File: config.mk
export PLATFORM = sky130hd
export DESIGN_NAME = video_board
export DESIGN_NICKNAME = d
export VERILOG_FILES = /design/src/video_pkg.sv /design/src/video_timing.sv /design/src/active_counter.sv /design/src/dot_pattern.sv /design/src/color_lookup.sv /design/src/video_board.sv
export SDC_FILE = /design/constraint.sdc
export NUM_CORES = 1
export LEC_CHECK = 0
export ABC_AREA = 1
export BUFFER_PORTS_ARGS = -buffer_cell sky130_fd_sc_hd__buf_4
export CORE_UTILIZATION = 53
export CTS_CLUSTER_DIAMETER = 200
export DETAILED_ROUTE_END_ITERATION = 6
export PLACE_DENSITY_LB_ADDON = 0.15
export REMOVE_ABC_BUFFERS = 1
export SYNTH_ARGS = -nofsm -noshare
export SYNTH_HDL_FRONTEND = slang
export SYNTH_SLANG_ARGS = --single-unit
export TNS_END_PERCENT = 100
File: constraint.sdc
create_clock -name i_clk -period 1.7 [get_ports i_clk]
set_input_delay 0.255 -clock i_clk [delete_from_list [all_inputs] [get_ports i_clk]]
set_output_delay 0.255 -clock i_clk [all_outputs]
set_load 0.01 [all_outputs]
File: src/video_pkg.sv
package video_pkg;

	//////////////////////////////////////////////////////////////////////
	// Width types
	//////////////////////////////////////////////////////////////////////

	// Raster positions and active counts
	typedef logic [9:0] pix_cnt_t;

	// Dot colour index from the pattern stage
	typedef logic [7:0] color_idx_t;

	// One colour gun
	typedef logic [3:0] gun_t;

	//////////////////////////////////////////////////////////////////////
	// Raster defaults
	//////////////////////////////////////////////////////////////////////

	localparam int DEF_H_ACTIVE = 288;
	localparam int DEF_H_TOTAL  = 384;
	localparam int DEF_V_ACTIVE = 224;
	localparam int DEF_V_TOTAL  = 264;

	// 48 MHz master clock down to the 6 MHz dot rate
	localparam int DOT_DIV = 8;

	// Test pattern accumulator increments
	localparam logic [15:0] LSB_STEP = 16'd228;
	localparam logic [15:0] MSB_STEP = 16'd590;

	// Fixed palette in place of the colour PROM
	// Result packed as {red, green, blue}
	function automatic logic [11:0] color_of(input logic bank, input color_idx_t idx);
		gun_t red;
		gun_t green;
		gun_t blue;
		red   = idx[7:4];
		green = idx[3:0];
		// Upper bank shows the complement on blue
		blue  = (idx[7:4] ^ idx[3:0]) ^ {4{bank}};
		return {red, green, blue};
	endfunction

endpackage

File: src/video_timing.sv
`timescale 1ns/1ps

module video_timing #(
	parameter int H_ACTIVE = video_pkg::DEF_H_ACTIVE,
	parameter int H_TOTAL  = video_pkg::DEF_H_TOTAL,
	parameter int V_ACTIVE = video_pkg::DEF_V_ACTIVE,
	parameter int V_TOTAL  = video_pkg::DEF_V_TOTAL
) (
	input  logic i_clk,
	input  logic i_rst,
	output logic o_pix_en,
	output logic o_h_sync_n,
	output logic o_v_sync_n,
	output logic o_h_blank_n,
	output logic o_v_blank_n,
	output logic o_comp_sync_n
);

	import video_pkg::*;

	// Sync windows follow the end of active video
	// Horizontal sync 8 dots after active, 16 dots wide
	localparam int HS_START = H_ACTIVE + 8;
	localparam int HS_END   = HS_START + 16;
	// Vertical sync 2 lines after active, 2 lines wide
	localparam int VS_START = V_ACTIVE + 2;
	localparam int VS_END   = VS_START + 2;

	localparam pix_cnt_t H_LAST = pix_cnt_t'(H_TOTAL - 1);
	localparam pix_cnt_t V_LAST = pix_cnt_t'(V_TOTAL - 1);

	logic [2:0] div_cnt;
	pix_cnt_t   h_cnt;
	pix_cnt_t   v_cnt;
	pix_cnt_t   h_next;
	pix_cnt_t   v_next;

	//////////////////////////////////////////////////////////////////////
	// Dot clock enable
	//////////////////////////////////////////////////////////////////////

	// One strobe on the last clock of each dot
	assign o_pix_en = (div_cnt == 3'(DOT_DIV - 1));

	always_ff @(posedge i_clk) begin
		if (i_rst) begin
			div_cnt <= '0;
		end else if (o_pix_en) begin
			div_cnt <= '0;
		end else begin
			div_cnt <= div_cnt + 1'b1;
		end
	end

	//////////////////////////////////////////////////////////////////////
	// Raster counters
	//////////////////////////////////////////////////////////////////////

	// Next dot position
	always_comb begin
		h_next = h_cnt + 1'b1;
		v_next = v_cnt;
		if (h_cnt == H_LAST) begin
			h_next = '0;
			// Line counter steps at end of line
			v_next = (v_cnt == V_LAST) ? '0 : v_cnt + 1'b1;
		end
	end

	// Levels compared on the next position
	// so they stay aligned with the counters
	always_ff @(posedge i_clk) begin
		if (i_rst) begin
			h_cnt       <= '0;
			v_cnt       <= '0;
			o_h_blank_n <= 1'b1;
			o_v_blank_n <= 1'b1;
			o_h_sync_n  <= 1'b1;
			o_v_sync_n  <= 1'b1;
		end else if (o_pix_en) begin
			h_cnt       <= h_next;
			v_cnt       <= v_next;
			o_h_blank_n <= (h_next < pix_cnt_t'(H_ACTIVE));
			o_v_blank_n <= (v_next < pix_cnt_t'(V_ACTIVE));
			o_h_sync_n  <= !((h_next >= pix_cnt_t'(HS_START)) &&
				(h_next < pix_cnt_t'(HS_END)));
			o_v_sync_n  <= !((v_next >= pix_cnt_t'(VS_START)) &&
				(v_next < pix_cnt_t'(VS_END)));
		end
	end

	// Composite sync, low on either pulse
	assign o_comp_sync_n = o_h_sync_n & o_v_sync_n;

endmodule

File: src/active_counter.sv
`timescale 1ns/1ps

module active_counter #(
	parameter int H_ACTIVE = video_pkg::DEF_H_ACTIVE,
	parameter int V_ACTIVE = video_pkg::DEF_V_ACTIVE
) (
	input  logic              i_clk,
	input  logic              i_rst,
	input  logic              i_pix_en,
	input  logic              i_h_blank_n,
	input  logic              i_v_blank_n,
	output logic              o_active,
	output video_pkg::pix_cnt_t o_col,
	output video_pkg::pix_cnt_t o_row
);

	import video_pkg::*;

	localparam pix_cnt_t LAST_COL = pix_cnt_t'(H_ACTIVE - 1);
	localparam pix_cnt_t LAST_ROW = pix_cnt_t'(V_ACTIVE - 1);

	// Horizontal blank from the previous dot
	logic h_blank_q;
	logic h_fall;

	// End of an active line
	assign h_fall = h_blank_q & ~i_h_blank_n;

	always_ff @(posedge i_clk) begin
		if (i_rst) begin
			h_blank_q <= 1'b0;
			o_active  <= 1'b0;
			o_col     <= '0;
			o_row     <= '0;
		end else if (i_pix_en) begin
			h_blank_q <= i_h_blank_n;
			o_active  <= i_h_blank_n & i_v_blank_n;

			// Column held at 0 through blank and on first dot
			if (!i_h_blank_n || !h_blank_q) begin
				o_col <= '0;
			end else if (o_col != LAST_COL) begin
				o_col <= o_col + 1'b1;
			end

			// Row held at 0 through vertical blank
			if (!i_v_blank_n) begin
				o_row <= '0;
			end else if (h_fall) begin
				o_row <= (o_row == LAST_ROW) ? '0 : o_row + 1'b1;
			end
		end
	end

endmodule

File: src/dot_pattern.sv
`timescale 1ns/1ps

module dot_pattern #(
	parameter int H_ACTIVE = video_pkg::DEF_H_ACTIVE,
	parameter int V_ACTIVE = video_pkg::DEF_V_ACTIVE
) (
	input  logic                    i_clk,
	input  logic                    i_rst,
	input  logic                    i_pix_en,
	input  logic                    i_active,
	input  video_pkg::pix_cnt_t     i_col,
	input  video_pkg::pix_cnt_t     i_row,
	output video_pkg::color_idx_t   o_dot,
	output logic                    o_bank
);

	import video_pkg::*;

	localparam pix_cnt_t LAST_COL = pix_cnt_t'(H_ACTIVE - 1);
	// Rows where both accumulators restart
	localparam pix_cnt_t MID_CLR  = pix_cnt_t'(V_ACTIVE / 2 - 1);
	localparam pix_cnt_t LAST_ROW = pix_cnt_t'(V_ACTIVE - 1);
	// Palette bank switches here
	localparam pix_cnt_t MID_ROW  = pix_cnt_t'(V_ACTIVE / 2);

	logic [15:0] lsb_acc;
	logic [15:0] msb_acc;

	//////////////////////////////////////////////////////////////////////
	// Accumulators and dot index
	//////////////////////////////////////////////////////////////////////

	always_ff @(posedge i_clk) begin
		if (i_rst) begin
			lsb_acc <= '0;
			msb_acc <= '0;
			o_dot   <= '0;
		end else if (i_pix_en) begin
			if (i_active) begin
				// Index from the accumulator tops
				o_dot <= {msb_acc[15:13], lsb_acc[15:11]};

				if ((i_row == MID_CLR) || (i_row == LAST_ROW)) begin
					// Row clear wins over both steps
					lsb_acc <= '0;
					msb_acc <= '0;
				end else if (i_col == LAST_COL) begin
					// Line wrap
					lsb_acc <= '0;
					msb_acc <= msb_acc + MSB_STEP;
				end else begin
					lsb_acc <= lsb_acc + LSB_STEP;
				end
			end else begin
				o_dot <= '0;
			end
		end
	end

	//////////////////////////////////////////////////////////////////////
	// Palette bank
	//////////////////////////////////////////////////////////////////////

	// Upper bank for the lower half of the screen
	always_ff @(posedge i_clk) begin
		if (i_rst) begin
			o_bank <= 1'b0;
		end else if (i_pix_en) begin
			if (i_row == MID_ROW) begin
				o_bank <= 1'b1;
			end else if (i_row == '0) begin
				o_bank <= 1'b0;
			end
		end
	end

endmodule

File: src/color_lookup.sv
`timescale 1ns/1ps

module color_lookup (
	input  logic                  i_clk,
	input  logic                  i_rst,
	input  logic                  i_pix_en,
	input  logic                  i_active,
	input  logic                  i_bank,
	input  logic                  i_comp_sync_n,
	input  video_pkg::color_idx_t i_dot,
	output video_pkg::gun_t       o_red,
	output video_pkg::gun_t       o_green,
	output video_pkg::gun_t       o_blue,
	output logic                  o_sync_n
);

	import video_pkg::*;

	// Active flag lined up with the dot index
	logic active_q;
	// First sync delay stage
	logic sync_q;
	// Palette output for the current dot
	logic [11:0] rgb;

	assign rgb = color_of(i_bank, i_dot);

	//////////////////////////////////////////////////////////////////////
	// Colour output
	//////////////////////////////////////////////////////////////////////

	always_ff @(posedge i_clk) begin
		if (i_rst) begin
			active_q <= 1'b0;
			o_red    <= '0;
			o_green  <= '0;
			o_blue   <= '0;
		end else if (i_pix_en) begin
			active_q <= i_active;
			if (active_q) begin
				o_red   <= rgb[11:8];
				o_green <= rgb[7:4];
				o_blue  <= rgb[3:0];
			end else begin
				// Black in blanking
				o_red   <= '0;
				o_green <= '0;
				o_blue  <= '0;
			end
		end
	end

	//////////////////////////////////////////////////////////////////////
	// Sync delay line
	//////////////////////////////////////////////////////////////////////

	// Two dots, one for the pattern stage and one for this one
	always_ff @(posedge i_clk) begin
		if (i_rst) begin
			sync_q   <= 1'b1;
			o_sync_n <= 1'b1;
		end else if (i_pix_en) begin
			sync_q   <= i_comp_sync_n;
			o_sync_n <= sync_q;
		end
	end

endmodule

File: src/video_board.sv
`timescale 1ns/1ps

module video_board #(
	parameter int H_ACTIVE = video_pkg::DEF_H_ACTIVE,
	parameter int H_TOTAL  = video_pkg::DEF_H_TOTAL,
	parameter int V_ACTIVE = video_pkg::DEF_V_ACTIVE,
	parameter int V_TOTAL  = video_pkg::DEF_V_TOTAL
) (
	input  logic                i_clk,
	input  logic                i_rst,
	output logic                o_pix_en,
	output logic                o_hsync_n,
	output logic                o_vsync_n,
	output logic                o_hblank_n,
	output logic                o_vblank_n,
	output logic                o_sync_n,
	output logic                o_active,
	output video_pkg::pix_cnt_t o_col,
	output video_pkg::pix_cnt_t o_row,
	output video_pkg::gun_t     o_red,
	output video_pkg::gun_t     o_green,
	output video_pkg::gun_t     o_blue
);

	import video_pkg::*;

	logic       comp_sync_n;
	color_idx_t dot;
	logic       bank;

	// Raster position
	video_timing #(
		.H_ACTIVE(H_ACTIVE), .H_TOTAL(H_TOTAL), .V_ACTIVE(V_ACTIVE), .V_TOTAL(V_TOTAL)
	) u_video_timing (
		.i_clk(i_clk), .i_rst(i_rst), .o_pix_en(o_pix_en),
		.o_h_sync_n(o_hsync_n), .o_v_sync_n(o_vsync_n),
		.o_h_blank_n(o_hblank_n), .o_v_blank_n(o_vblank_n),
		.o_comp_sync_n(comp_sync_n)
	);

	active_counter #(.H_ACTIVE(H_ACTIVE), .V_ACTIVE(V_ACTIVE)) u_active_counter (
		.i_clk(i_clk), .i_rst(i_rst), .i_pix_en(o_pix_en),
		.i_h_blank_n(o_hblank_n), .i_v_blank_n(o_vblank_n),
		.o_active(o_active), .o_col(o_col), .o_row(o_row)
	);

	// Test dots in place of tiles and sprites
	dot_pattern #(.H_ACTIVE(H_ACTIVE), .V_ACTIVE(V_ACTIVE)) u_dot_pattern (
		.i_clk(i_clk), .i_rst(i_rst), .i_pix_en(o_pix_en), .i_active(o_active),
		.i_col(o_col), .i_row(o_row), .o_dot(dot), .o_bank(bank)
	);

	// RGB out with matching sync
	color_lookup u_color_lookup (
		.i_clk(i_clk), .i_rst(i_rst), .i_pix_en(o_pix_en), .i_active(o_active),
		.i_bank(bank), .i_comp_sync_n(comp_sync_n), .i_dot(dot),
		.o_red(o_red), .o_green(o_green), .o_blue(o_blue), .o_sync_n(o_sync_n)
	);

endmodule

---- Word-level counts from Yosys, hierarchy flattened ----
Index checks and enable logic that the tools add are counted.
storage, ports and cells
  output and inout bits ................... 39
  word-level logic and storage cells ...... 85
  bits of input ports ..................... 2
  bits in registers ....................... 105
cells by class
  equal/unequal tests ..................... 9
  reduce and logical (&&, ||, !) cells .... 18
  add/sub/neg operators ................... 7
  mux-type cells .......................... 18
  order comparisons ....................... 6
  bitwise operators ....................... 6
operators by type and width
  operator                                                                       number
  10-bit 2-to-1 mux                                                              8
  16-bit 2-to-1 mux                                                              4
  10-bit by 1-bit adder with 10-bit output, second input constant                4
  10-bit by 9-bit equality test with 1-bit output, second input constant         3
  10-bit by 7-bit equality test with 1-bit output, second input constant         2
  10-bit by 8-bit less-than comparator with 1-bit output, second input constant  2
  10-bit by 9-bit less-than comparator with 1-bit output, second input constant  2
  16-bit by 10-bit adder with 16-bit output, second input constant               1
  16-bit by 8-bit adder with 16-bit output, second input constant                1
  4-bit 2-to-1 mux                                                               3
  10-bit by 8-bit equality test with 1-bit output, second input constant         1
  10-bit by 8-bit >= comparator with 1-bit output, second input constant         1
  10-bit by 9-bit >= comparator with 1-bit output, second input constant         1
  10-bit zero test                                                               1
  10-bit by 9-bit != test with 1-bit output, second input constant               1
  8-bit 2-to-1 mux                                                               1
  2-bit AND reduction                                                            4
  4-bit XOR                                                                      2
  2-bit nonzero test                                                             3
  1-bit zero test                                                                4
  3-bit by 1-bit adder with 3-bit output, second input constant                  1
  1-bit bitwise AND                                                              3
  3-bit equality test, second input constant                                     1
  3-bit AND reduction                                                            1
  6 further kinds                                                                9

---- Longest topological paths before layout ----
Gate-level depths: netlist of the first run.
  depth after elaboration ................. 6
  mapped depth ............................ 12
  mapped depth without buffers ............ 12

---- Hierarchy ----
A second synthesis of the first run with hierarchy kept.
second synthesis, totals
  cell total of the unflattened synthesis .. 823
  area, all modules ....................... 5587.9 um^2
by module, submodules not included
  module          area an instance (um^2)  cells each  times used
  dot_pattern     2073.2                   299         1
  video_timing    1630.3                   238         1
  active_counter  1231.2                   185         1
  color_lookup    653.1                    101         1

---- Least setup slack after synthesis of the first run ----
Ideal clock, no wire load.
  path kind ............................... register -> register
  start ................................... register u_video_timing.div_cnt[0]
  end ..................................... register u_color_lookup.o_blue[2]
  arrival ................................. 1.678 ns
  setup time .............................. 0.115 ns
  path slack .............................. -0.094 ns
  period minus slack after synthesis ...... 1.794 ns
  cell stages (with the launch flop) ...... 10
  buffers on the path ..................... 2
  cells stage by stage .................... dfxtp_1 > ha_1 > ha_1 > buf_2 > nand2_1 > inv_1 > buf_2 > a32o_1 > o21ai_0 > inv_1
on the way
  longest elaborated chain between the ends .. 1
RTL lines
  item                      RTL line            source
  start: declaration        video_timing.sv:32  logic [2:0] div_cnt;
  start signal: assignment  video_timing.sv:51  div_cnt <= div_cnt + 1'b1;
  3-bit equality test       video_timing.sv:43  assign o_pix_en = (div_cnt == 3'(DOT_DIV - 1));
  named net o_pix_en        video_board.sv:11   output logic o_pix_en,
  end signal: assignment    color_lookup.sv:43  o_blue <= rgb[3:0];
  end: declaration          color_lookup.sv:13  output video_pkg::gun_t o_blue,
The timed path passes the listed nets, and every way through them passes these cells.
A chain may end at the register's enable or synchronous reset.

---- Worst setup path after layout of the first run ----
  start ................................... register u_video_timing.div_cnt[0]
  end ..................................... register u_video_timing.o_v_sync_n
on the way
  longest elaborated chain between the ends .. 1
RTL lines
  item                    RTL line            source
  3-bit equality test     video_timing.sv:43
  end signal: assignment  video_timing.sv:87  o_v_sync_n <= !((v_next >= pix_cnt_t'(VS_START)) &&
  end: declaration        video_timing.sv:13  output logic o_v_sync_n,
Every way passes these cells.

==> impl_metrics.env, run 1 <==
export IMPL_detail_route_wirelength_microns=12300
export IMPL_synth_largest_area_cell="dfxtp_1"
export IMPL_vias=4801
export IMPL_path_cells="ha_1, ha_2, buf_6, nand2_2, inv_2, nand2_1, nand3b_1, a21oi_2, nand3_1, nor2_1, nor2_1"
export IMPL_slew_headroom_pct=79.2
export IMPL_synth_top_area_share_pct=41.3
export IMPL_max_clock_freq_mhz=591
export IMPL_post_route_cells_drive_above_1_share_pct=23.2
export IMPL_clkTransAtPathRegs_ns=0.10
export IMPL_holdBufCountCts=0
export IMPL_synth_lib_cells_used_distinct=40
export IMPL_worst_reg_to_reg_cells=11
export IMPL_timing_final_crit_share_pct=99.5
export IMPL_netlist_instances=684
export IMPL_power_per_cell_area_mw_per_mm2=662
export IMPL_maxCapViolations=0
export IMPL_grt_antenna_before_repair=0
export IMPL_ys_seq_elements=102
export IMPL_reg2reg_start="u_video_timing.div_cnt[0]$_SDFF_PP0_"
export IMPL_critical_path_max_fanout=6
export IMPL_fp_row_count=34
export IMPL_synth_cell_area_sq_mm=0.00495
export IMPL_htree_levels=3
export IMPL_detail_route_antenna_nets=0
export IMPL_yosys_top_cells_area="dfxtp_1 (41%), nand2_1 (13%), nor2_1 (6.0%), inv_1 (5.8%), nand3_1 (4.2%)"
export IMPL_worst_endpoint_arrival_ns=1.96
export IMPL_irDropWorstVdd_uv=473
export IMPL_cts_made_buffers=9
export IMPL_placeableCoreArea_sq_mm=0.00889
export IMPL_timing_critical_path_slowest_cell_delay_ns=0.34
export IMPL_clockBufferDepth=2
export IMPL_fill_cells=753
export IMPL_hold_path_startpoint="i_rst"
export IMPL_dr_pass1_iters=4
export IMPL_route_detailed_drc=0
export IMPL_whs_path_depth=2
export IMPL_min_to="u_dot_pattern.msb_acc[15]$_SDFFE_PP0P_"
export IMPL_routed_wl_met3_microns=503
export IMPL_endpoint_of_the_worst_slack_reg_to_reg_timing_path="u_video_timing.o_v_sync_n$_SDFFE_PP1P_"
export IMPL_pre_cts_slack_ns=-0.0912
export IMPL_primary_ff_master_synth="dfxtp_1"
export IMPL_final_cell_area_sq_mm=0.00620
export IMPL_grt_start_max_net_pins=25
export IMPL_highest_layer="met4"
export IMPL_antenna_cells=0
export IMPL_grt_pass1_vias=4422
export IMPL_wl_met2_microns=6400
export IMPL_critical_path_slowest_cell="dfxtp_2"
export IMPL_status="finished, final reports clean"
export IMPL_placement_io_buffers=40
export IMPL_finalHoldViolCount=0
export IMPL_area_growth_syn_to_layout_pct=25.4
export IMPL_critical_path_top_cell_by_count="nor2_1"
export IMPL_ys_warnings_count=0
export IMPL_path_class="flip-flop to flip-flop"
export IMPL_synth_yosys_seq_area_share_pct=41.3
export IMPL_tightestPinTransition_ns=0.309
export IMPL_min_delay_path_class="primary input to flip-flop"
export IMPL_rsz0062_at_grt="true"
export IMPL_start_kind="flip-flop"
export IMPL_die_h_microns=98.6
export IMPL_timing_final_crit_period_ns=1.69
export IMPL_gp_congestion=0.875
export IMPL_synthArstFlopShare_pct=0
export IMPL_clock_sinks=102
export IMPL_area_of_the_die_sq_mm=0.00972
export IMPL_dpl_cell_area_sq_mm=0.00567
export IMPL_place_hpwl_microns=8680
export IMPL_r2r_setup_slack_ns=0.008
export IMPL_cts_root_buf="clkbuf_8"
export IMPL_end_kind="flip-flop"
export IMPL_post_drt_via_cell_ratio=5.41
export IMPL_leakage_uw=0.00260
export IMPL_detail_route_wl_per_cell_microns=13.9
export IMPL_first_iter_violations=268
export IMPL_die_w_microns=98.6
export IMPL_grt_use_total_pct=25.0
export IMPL_global_route_wire_length_before_repair_microns=19800
export IMPL_cp_required_ns=1.97
export IMPL_final_net_count=785
export IMPL_start_util_pct=55.6
export IMPL_final_max_slew_viol_count=0
export IMPL_m1WireLength_microns=5240
export IMPL_clock_latency_ns=0.37
export IMPL_avgSynthCellArea_sq_um=7.23
export IMPL_skew_final_ns=0.0111
export IMPL_grt_ovfl_total=0
export IMPL_postLayoutCoreUtil_pct=69.7
export IMPL_setup_viol_count_final=0
export IMPL_floorplan_io_pins=41
export IMPL_number_of_enable_flip_flop_cells_after_synthesis=0
export IMPL_cts_tree="done"
export IMPL_setup_slack_ns=0.00792
[metrics by stage]
stage	instances	TNS, ns	power (uW)	hold slack [ns]
CTS	881	-0.00861	4150	0.122
detailed placement	861	-0.315	2550	0.425
global placement	861	-0.0201	2550	0.405
finish	887	0	4110	0.152
global route	887	-0.442	4250	0.136
floorplan	667	-21.74	2500	0.324
[Yosys cell counts, types with 3 or more instances]
library cell  count
clkbuf_1         10
nand3b_1          5
nand2_1         168
buf_2             5
a211oi_1          3
o22ai_1          13
nand3_1          42
inv_2             3
inv_1            76
o21bai_1          3
nor3_1           19
xor2_1           19
o21ai_1           5
nor2_1           79
o21ai_0          26
nor2_4            5
a32o_1           15
dfxtp_1         102
nor3b_1           3
a21oi_1          33
ha_1              9
nand2_2           3
xnor2_1           6
nand4_1          11
[per-layer routing]
metal / up-vias / global-route usage, %
met5: - / 0
met4: 0 / 8.15
met3: 18 / 3.55
met2: 96 / 45.1
met1: 2254 / 30.7
li1: 2433 / -
[worst max path at each step]
stage | startpoint | cells after the start | slack [ns] | to
after detailed placement | u_video_timing.div_cnt[0]$_SDFF_PP0_ | 8 | -0.09 | u_active_counter.o_row[7]$_SDFFE_PP0P_
final | u_video_timing.div_cnt[0]$_SDFF_PP0_ | 11 | 0.008 | u_video_timing.o_v_sync_n$_SDFFE_PP1P_
after CTS | u_active_counter.o_row[0]$_SDFFE_PP0P_ | 9 | -0.006 | u_dot_pattern.msb_acc[5]$_SDFFE_PP0P_
after global placement | u_video_timing.div_cnt[0]$_SDFF_PP0_ | 8 | -0.02 | u_active_counter.o_row[7]$_SDFFE_PP0P_
after floorplan | u_video_timing.div_cnt[0]$_SDFF_PP0_ | 6 | -0.61 | u_video_timing.o_v_sync_n$_SDFFE_PP1P_
after global routing | u_video_timing.div_cnt[0]$_SDFF_PP0_ | 11 | -0.1 | u_video_timing.o_v_sync_n$_SDFFE_PP1P_
[kinds of logic (layout without fill, tap and decap cells)]
group	Yosys count	after routing	share of synthesized area [%]
AND/OR/NAND/NOR	344	345	30.6
AO/OA/AOI/OAI	107	107	13.7
flip-flops	102	102	41.3
buffers and inverters	97	191	7.79
XOR/XNOR	25	25	4.43
adder cells (fa/ha/maj)	9	9	2.28
[what timing repair did]
action                     CTS  global route
resized for setup            7            70
cloned                       2             1
setup buffers                2             5
pin swaps                    2            17
setup endpoints to repair   19            52
[flip-flops by register name, indices dropped and copies added (netlist names), 8 cells and up]
| name | flops |
|---|---|
| u_active_counter.o_row | 10 |
| u_dot_pattern.o_dot | 8 |
| u_video_timing.v_cnt | 10 |
| u_dot_pattern.msb_acc | 15 |
| u_video_timing.h_cnt | 10 |
| u_dot_pattern.lsb_acc | 14 |
| u_active_counter.o_col | 10 |
[worst max-delay path: cells and delay by family (launching register included)]
kind	cells	cell delay (ns)
AND/OR/NAND/NOR	6	0.53
adder cells (fa/ha/maj)	2	0.35
flip-flops	1	0.34
buffers and inverters	2	0.21
AO/OA/AOI/OAI	1	0.15
[power by group]
group	switching [uW]	internal, uW	leakage [uW]
Sequential	4.19	2390	0.000827
Clock	889	713	0.000101
Combinational	71.9	33.9	0.00168
[layout by cell type, fill, tap and decap left out, types with 3 or more instances in the layout]
cell type and count:
ha_4 4, nand2_2 9, clkbuf_8 9, nor3_2 3, xnor2_1 6, buf_6 3, nand4_1 11, nor2_4 11
nand3b_1 5, o21ai_0 21, nor3b_1 3, xor2_1 18, nand3_4 3, o22ai_1 13, dfxtp_1 93, nand2_4 3
nor2_1 70, nand2_1 159, dfxtp_2 8, a32o_1 15, o21ai_1 9, nor2_2 6, a21oi_1 32, buf_4 88
nand3_1 39, ha_1 4, o21bai_1 3, inv_1 70, nor3_1 16, inv_2 8
[final cells by class]
cell class	count	area (sq um)	area share (%)
Timing Repair Buffer	95	744	12.0
Inverter	80	304	4.90
Sequential cell	102	2060	33.2
Tap cell	108	135	2.18
Clock buffer	10	128	2.06
Multi-Input combinational cell	486	2760	44.5
Clock inverter	6	77.6	1.25
(Power assumes the default switching activity.)
==> run 2, diff against run 1 <==
CORE_MARGIN = 1.5   (was unset)
RECOVER_POWER = 100   (was unset)
==> run 2 against run 1 <==
Against the previous run:
- die area rose by 2.0%
- sequential power barely moved
- worst setup slack got worse by 0.00050 ns
- fmax barely moved
- critical path type unchanged
- critical endpoint is now u_video_timing.o_h_sync_n$_SDFFE_PP1P_
- largest cell class unchanged
- largest power group unchanged
==> impl_metrics.env, run 2 (same netlist as run 1, synthesis figures left out) <==
export IMPL_status="finished, final reports clean"
export IMPL_dpl_cell_area_sq_mm=0.00569
export IMPL_hold_path_startpoint="i_rst"
export IMPL_cts_tree="done"
export IMPL_grt_ovfl_total=0
export IMPL_critical_path_slowest_cell="dfxtp_1"
export IMPL_finalHoldViolCount=0
export IMPL_gp_congestion=0.872
export IMPL_start_util_pct=54.0
export IMPL_detail_route_wl_per_cell_microns=13.9
export IMPL_post_drt_via_cell_ratio=5.44
export IMPL_final_net_count=795
export IMPL_timing_final_crit_period_ns=1.69
export IMPL_clock_sinks=102
export IMPL_worst_endpoint_arrival_ns=1.96
export IMPL_setup_viol_count_final=0
export IMPL_route_detailed_drc=0
export IMPL_setup_slack_ns=0.00741
export IMPL_critPathLaunch="u_video_timing.h_cnt[7]$_SDFFE_PP0P_"
export IMPL_final_max_slew_viol_count=0
export IMPL_clkTransAtPathRegs_ns=0.10
export IMPL_critPathCapture="u_video_timing.o_h_sync_n$_SDFFE_PP1P_"
export IMPL_mostFrequentLayoutCell="nand2_1"
export IMPL_grt_antenna_before_repair=0
export IMPL_skew_final_ns=0.0104
export IMPL_die_h_microns=99.6
export IMPL_cp_required_ns=1.96
export IMPL_reg2reg_start="u_video_timing.h_cnt[7]$_SDFFE_PP0P_"
export IMPL_placeableCoreArea_sq_mm=0.00915
export IMPL_vias=4892
export IMPL_r2r_setup_slack_ns=0.007
export IMPL_floorplan_io_pins=41
export IMPL_htree_levels=3
export IMPL_clock_latency_ns=0.38
export IMPL_critical_path_top_cell_by_count="nand3_1"
export IMPL_largest_register_ffs=15
export IMPL_worst_reg_to_reg_cells=8
export IMPL_grt_pass1_vias=4468
export IMPL_placement_io_buffers=40
export IMPL_cts_root_buf="clkbuf_8"
export IMPL_final_cell_area_sq_mm=0.00617
export IMPL_area_of_the_die_sq_mm=0.00992
export IMPL_critical_path_max_fanout=5
export IMPL_irDropWorstVdd_uv=414
export IMPL_end_kind="flip-flop"
export IMPL_max_clock_freq_mhz=591
export IMPL_post_route_cells_drive_above_1_share_pct=20.8
export IMPL_pre_cts_slack_ns=-0.0311
export IMPL_grt_use_total_pct=24.5
export IMPL_path_class="flip-flop to flip-flop"
export IMPL_fp_row_count=35
export IMPL_timing_final_crit_share_pct=99.6
export IMPL_rsz0062_at_grt="true"
export IMPL_mostFrequentLayoutCells="nand2_1 (158), dfxtp_1 (92), inv_1 (70), nor2_1 (70), buf_4 (67)"
export IMPL_die_w_microns=99.6
export IMPL_detail_route_wirelength_microns=12500
export IMPL_first_iter_violations=241
export IMPL_path_cells="inv_2, nand3_1, inv_1, nand3_1, nand2_1, o21bai_1, nor2_1, a21oi_1"
export IMPL_global_route_wire_length_before_repair_microns=19800
export IMPL_detail_route_antenna_nets=0
export IMPL_maxCapViolations=0
export IMPL_place_hpwl_microns=8700
export IMPL_min_delay_path_class="primary input to flip-flop"
export IMPL_clockBufferDepth=2
export IMPL_antenna_cells=0
export IMPL_cts_made_buffers=9
export IMPL_slew_headroom_pct=80.5
export IMPL_endpoint_of_the_worst_slack_reg_to_reg_timing_path="u_video_timing.o_h_sync_n$_SDFFE_PP1P_"
export IMPL_area_growth_syn_to_layout_pct=24.7
export IMPL_leakage_uw=0.00255
export IMPL_holdBufCountCts=0
export IMPL_reg_largest_list="u_dot_pattern.msb_acc x15, u_dot_pattern.lsb_acc x14"
export IMPL_grt_start_max_net_pins=25
export IMPL_power_per_cell_area_mw_per_mm2=657
export IMPL_dr_pass1_iters=7
export IMPL_timing_critical_path_slowest_cell_delay_ns=0.42
export IMPL_max_flop_register="u_dot_pattern.msb_acc"
export IMPL_tightestPinTransition_ns=0.288
export IMPL_start_kind="flip-flop"
run 2: final cells by class:
type,count,area (sq um)
clock buffer,10,138
timing repair buffer,105,713
fill,818,2980
clock inverter,6,62.6
inverter,80,302
sequential,102,2060
tap,111,139
multi-input combinational,486,2760
run 2: repair_timing:
action,4_1_cts,5_1_grt
hold endpoints to repair,0,0
pin swaps,2,23
cloned,1,2
resized for setup,12,70
setup buffers,1,10
endpoints found under the setup margin,29,66
run 2: worst max-delay path: cells and delay by family, from the launching register on:
family                 cells  cell delay (ns)
flip-flops                 1             0.42
buffers and inverters      2             0.17
AND/OR/NAND/NOR            4             0.70
AO/OA/AOI/OAI              2             0.29
run 2: worst min path at each step:
stage | to | cells past startpoint
floorplan | u_active_counter.o_col[1]$_SDFFE_PP0P_ | 1
global placement | u_video_timing.div_cnt[0]$_SDFF_PP0_ | 1
detailed placement | u_video_timing.div_cnt[0]$_SDFF_PP0_ | 1
CTS | u_active_counter.o_col[9]$_SDFFE_PP0P_ | 2
global route | u_active_counter.o_col[9]$_SDFFE_PP0P_ | 2
finish | u_active_counter.o_col[9]$_SDFFE_PP0P_ | 2
run 2: routing by layer:
metal | vias to the layer above | track usage (%) | wire (microns)
met5 | - | 0 | 0
met4 | 0 | 8.67 | 234
met3 | 20 | 3.72 | 545
met2 | 134 | 44.6 | 6430
met1 | 2287 | 29.3 | 5310
li1 | 2451 | - | -
run 2: power breakdown:
group	switching (uW)	total (uW)	internal [uW]	leakage, uW
sequential	7.91	2400	2400	0.000827
combinational	73.0	111	37.6	0.00163
clock	928	1540	610	0.0000957
run 2: metrics by stage:
step | hold WS, ns | TNS [ns] | instances | total power (uW) | util (%)
final | 0.162 | 0 | 900 | 4050 | 67.4
after floorplan | 0.324 | -21.74 | 667 | 2500 | -
after CTS | 0.157 | -0.0973 | 888 | 4070 | 64.8
after global placement | 0.409 | -0.00980 | 870 | 2550 | 62.2
after detailed placement | 0.431 | -0.163 | 870 | 2550 | 62.2
after global routing | 0.166 | -0.438 | 900 | 4180 | 67.4
==> run 3, diff against run 2 <==
--- a/config.mk
+++ b/config.mk
@@ -13,5 +13,5 @@
 export DETAILED_ROUTE_END_ITERATION = 6
 export PLACE_DENSITY_LB_ADDON = 0.15
-export RECOVER_POWER = 100
+export RECOVER_POWER = 25
 export REMOVE_ABC_BUFFERS = 1
 export SYNTH_ARGS = -nofsm -noshare
==> constraint.sdc (replaced) <==
create_clock -name i_clk -period 1.7 [get_ports i_clk]
set_input_delay 0.085 -clock i_clk [delete_from_list [all_inputs] [get_ports i_clk]]
set_output_delay 0.085 -clock i_clk [all_outputs]
set_load 0.01 [all_outputs]
==> run 3 against run 2 <==
Against the previous run:
- register-to-register slack better by 0.04 ns
- sequential power hardly changed
- core utilization fell by 0.60 points
- non-clock buffer count shrank 3
- via count shrank 2.0%
- worst setup slack gained 0.038 ns
- clock-buffer cell count did not move
- global-route usage decreased by 0.056 points
- final cell count is 0.44% lower
- largest power group unchanged
==> impl_metrics.env, run 3 (same netlist as run 1, synthesis figures left out) <==
export IMPL_status="finished, final reports clean"
export IMPL_start_util_pct=54.0
export IMPL_critical_path_max_fanout=9
export IMPL_rsz0062_at_grt="true"
export IMPL_start_kind="flip-flop"
export IMPL_end_kind="flip-flop"
export IMPL_finalHoldViolCount=0
export IMPL_power_per_cell_area_mw_per_mm2=664
export IMPL_clock_sinks=102
export IMPL_mostFrequentLayoutCell="nand2_1"
export IMPL_mostFrequentLayoutCells="nand2_1 (160), dfxtp_1 (97), inv_1 (71)"
export IMPL_clockBufferDepth=2
export IMPL_first_iter_violations=160
export IMPL_cp_required_ns=1.97
export IMPL_irDropWorstVdd_uv=460
export IMPL_area_growth_syn_to_layout_pct=23.6
export IMPL_maxCapViolations=0
export IMPL_detail_route_wl_per_cell_microns=13.7
export IMPL_tns_ns=0
export IMPL_placeableCoreArea_sq_mm=0.00915
export IMPL_leakage_uw=0.00249
export IMPL_clock_latency_ns=0.38
export IMPL_worst_endpoint_arrival_ns=1.93
export IMPL_post_route_cells_drive_above_1_share_pct=20.4
export IMPL_path_class="flip-flop to flip-flop"
export IMPL_place_hpwl_microns=8610
export IMPL_setup_slack_ns=0.0456
export IMPL_timing_final_crit_share_pct=97.3
export IMPL_floorplan_io_pins=41
export IMPL_min_delay_path_class="primary input to flip-flop"
export IMPL_detail_route_antenna_nets=0
export IMPL_vias=4796
export IMPL_grt_antenna_before_repair=0
export IMPL_htree_levels=3
export IMPL_final_max_slew_viol_count=0
export IMPL_reg_largest_list="u_dot_pattern.msb_acc x15, u_dot_pattern.lsb_acc x14"
export IMPL_pre_cts_slack_ns=-0.00300
export IMPL_slew_headroom_pct=80.4
export IMPL_timing_final_crit_period_ns=1.65
export IMPL_area_of_the_die_sq_mm=0.00992
export IMPL_route_detailed_drc=0
export IMPL_grt_use_total_pct=24.5
export IMPL_grt_ovfl_total=0
export IMPL_detail_route_wirelength_microns=12300
export IMPL_cts_root_buf="clkbuf_8"
export IMPL_post_drt_via_cell_ratio=5.35
export IMPL_final_net_count=791
export IMPL_gp_congestion=0.882
export IMPL_tightestPinTransition_ns=0.290
export IMPL_grt_start_max_net_pins=25
export IMPL_global_route_wire_length_before_repair_microns=19600
export IMPL_placed_cells=870
export IMPL_stdcell_count=896
export IMPL_placement_io_buffers=40
export IMPL_grt_pass1_vias=4386
export IMPL_cts_tree="done"
export IMPL_dr_pass1_iters=5
export IMPL_max_clock_freq_mhz=604
export IMPL_largest_register_ffs=15
export IMPL_max_flop_register="u_dot_pattern.msb_acc"
export IMPL_cts_made_buffers=9
export IMPL_die_h_microns=99.6
export IMPL_skew_final_ns=0.0131
export IMPL_antenna_cells=0
export IMPL_r2r_setup_slack_ns=0.05
export IMPL_fp_row_count=35
export IMPL_die_w_microns=99.6
export IMPL_clkTransAtPathRegs_ns=0.11
export IMPL_setup_viol_count_final=0
[run 3: changes by cell type in the layout (fill, tap and decap cells not counted), moves of 3 or more]
| cell | previous run | this run |
|---|---|---|
| buf_6 | 9 | 5 |
| nor2_2 | 6 | 10 |
| nor2_1 | 70 | 67 |
| nand3_2 | 1 | 4 |
| nand3_1 | 40 | 37 |
| dfxtp_1 | 92 | 97 |
| dfxtp_2 | 9 | 5 |
[run 3: through the flow]
stage                     area (sq um)  hold slack, ns  utilization (%)  power, uW
final                             6110          0.0712             66.8       4060
after CTS                         5900          0.0587             64.4       4080
after global placement            5690           0.410             62.2       2550
after floorplan                   4860           0.154                -       2500
after global routing              6110          0.0631             66.8       4190
after detailed placement          5690           0.415             62.2       2550
[run 3: where the power goes]
group	switching, uW	leakage, uW	internal (uW)
Combinational	72.0	0.00157	32.0
Clock	940	0.0000964	614
Sequential	4.43	0.000824	2400
Total	1020	0.00249	3040
[run 3: critical path: stages, from the launching register on]
cell and delay [ns]:
dfxtp_1 0.45, nand2_1 0.13, nor2_1 0.20, nand3_2 0.14
buf_4 0.17, nand2_2 0.09, a21oi_2 0.06, buf_4 0.18
o21ai_1 0.08, a21oi_1 0.05
[run 3: area by class of cell]
type,count,area (sq um)
fill,800,3040
multi-input combinational,485,2730
inverter,80,307
clock inverter,6,60.1
clock buffer,10,138
sequential,102,2050
tap,111,139
timing repair buffer,102,692
[run 3: final timing paths]
| path | startpoint | cells after the start | to |
|---|---|---|---|
| setup reg to reg | u_active_counter.o_row[6]$_SDFFE_PP0P_ | 9 | u_dot_pattern.msb_acc[4]$_SDFFE_PP0P_ |
| hold reg to reg | u_video_timing.div_cnt[0]$_SDFF_PP0_ | 1 | u_video_timing.div_cnt[0]$_SDFF_PP0_ |
| hold / removal | i_rst | 2 | u_dot_pattern.msb_acc[15]$_SDFFE_PP0P_ |
| setup / recovery | u_active_counter.o_row[6]$_SDFFE_PP0P_ | 9 | u_dot_pattern.msb_acc[4]$_SDFFE_PP0P_ |
[run 3: layer usage]
layer / share of wire (%) / wire, microns / vias to the layer above / track usage, %
met5: 0 / 0 / - / 0
met4: 2.5 / 302 / 0 / 8.56
met1: 43 / 5270 / 2231 / 29.6
met3: 3.8 / 466 / 28 / 5.55
li1: - / - / 2440 / -
met2: 51 / 6280 / 97 / 42.7
[run 3: repair_timing]
item / 4_1_cts / 5_1_grt
hold endpoints to repair: 0 / 0
hold buffers: 0 / 0
setup endpoints to repair: 4 / 62
setup buffers: 0 / 9
gates resized for setup: 4 / 70
pin swaps: 1 / 17
cloned: 0 / 1
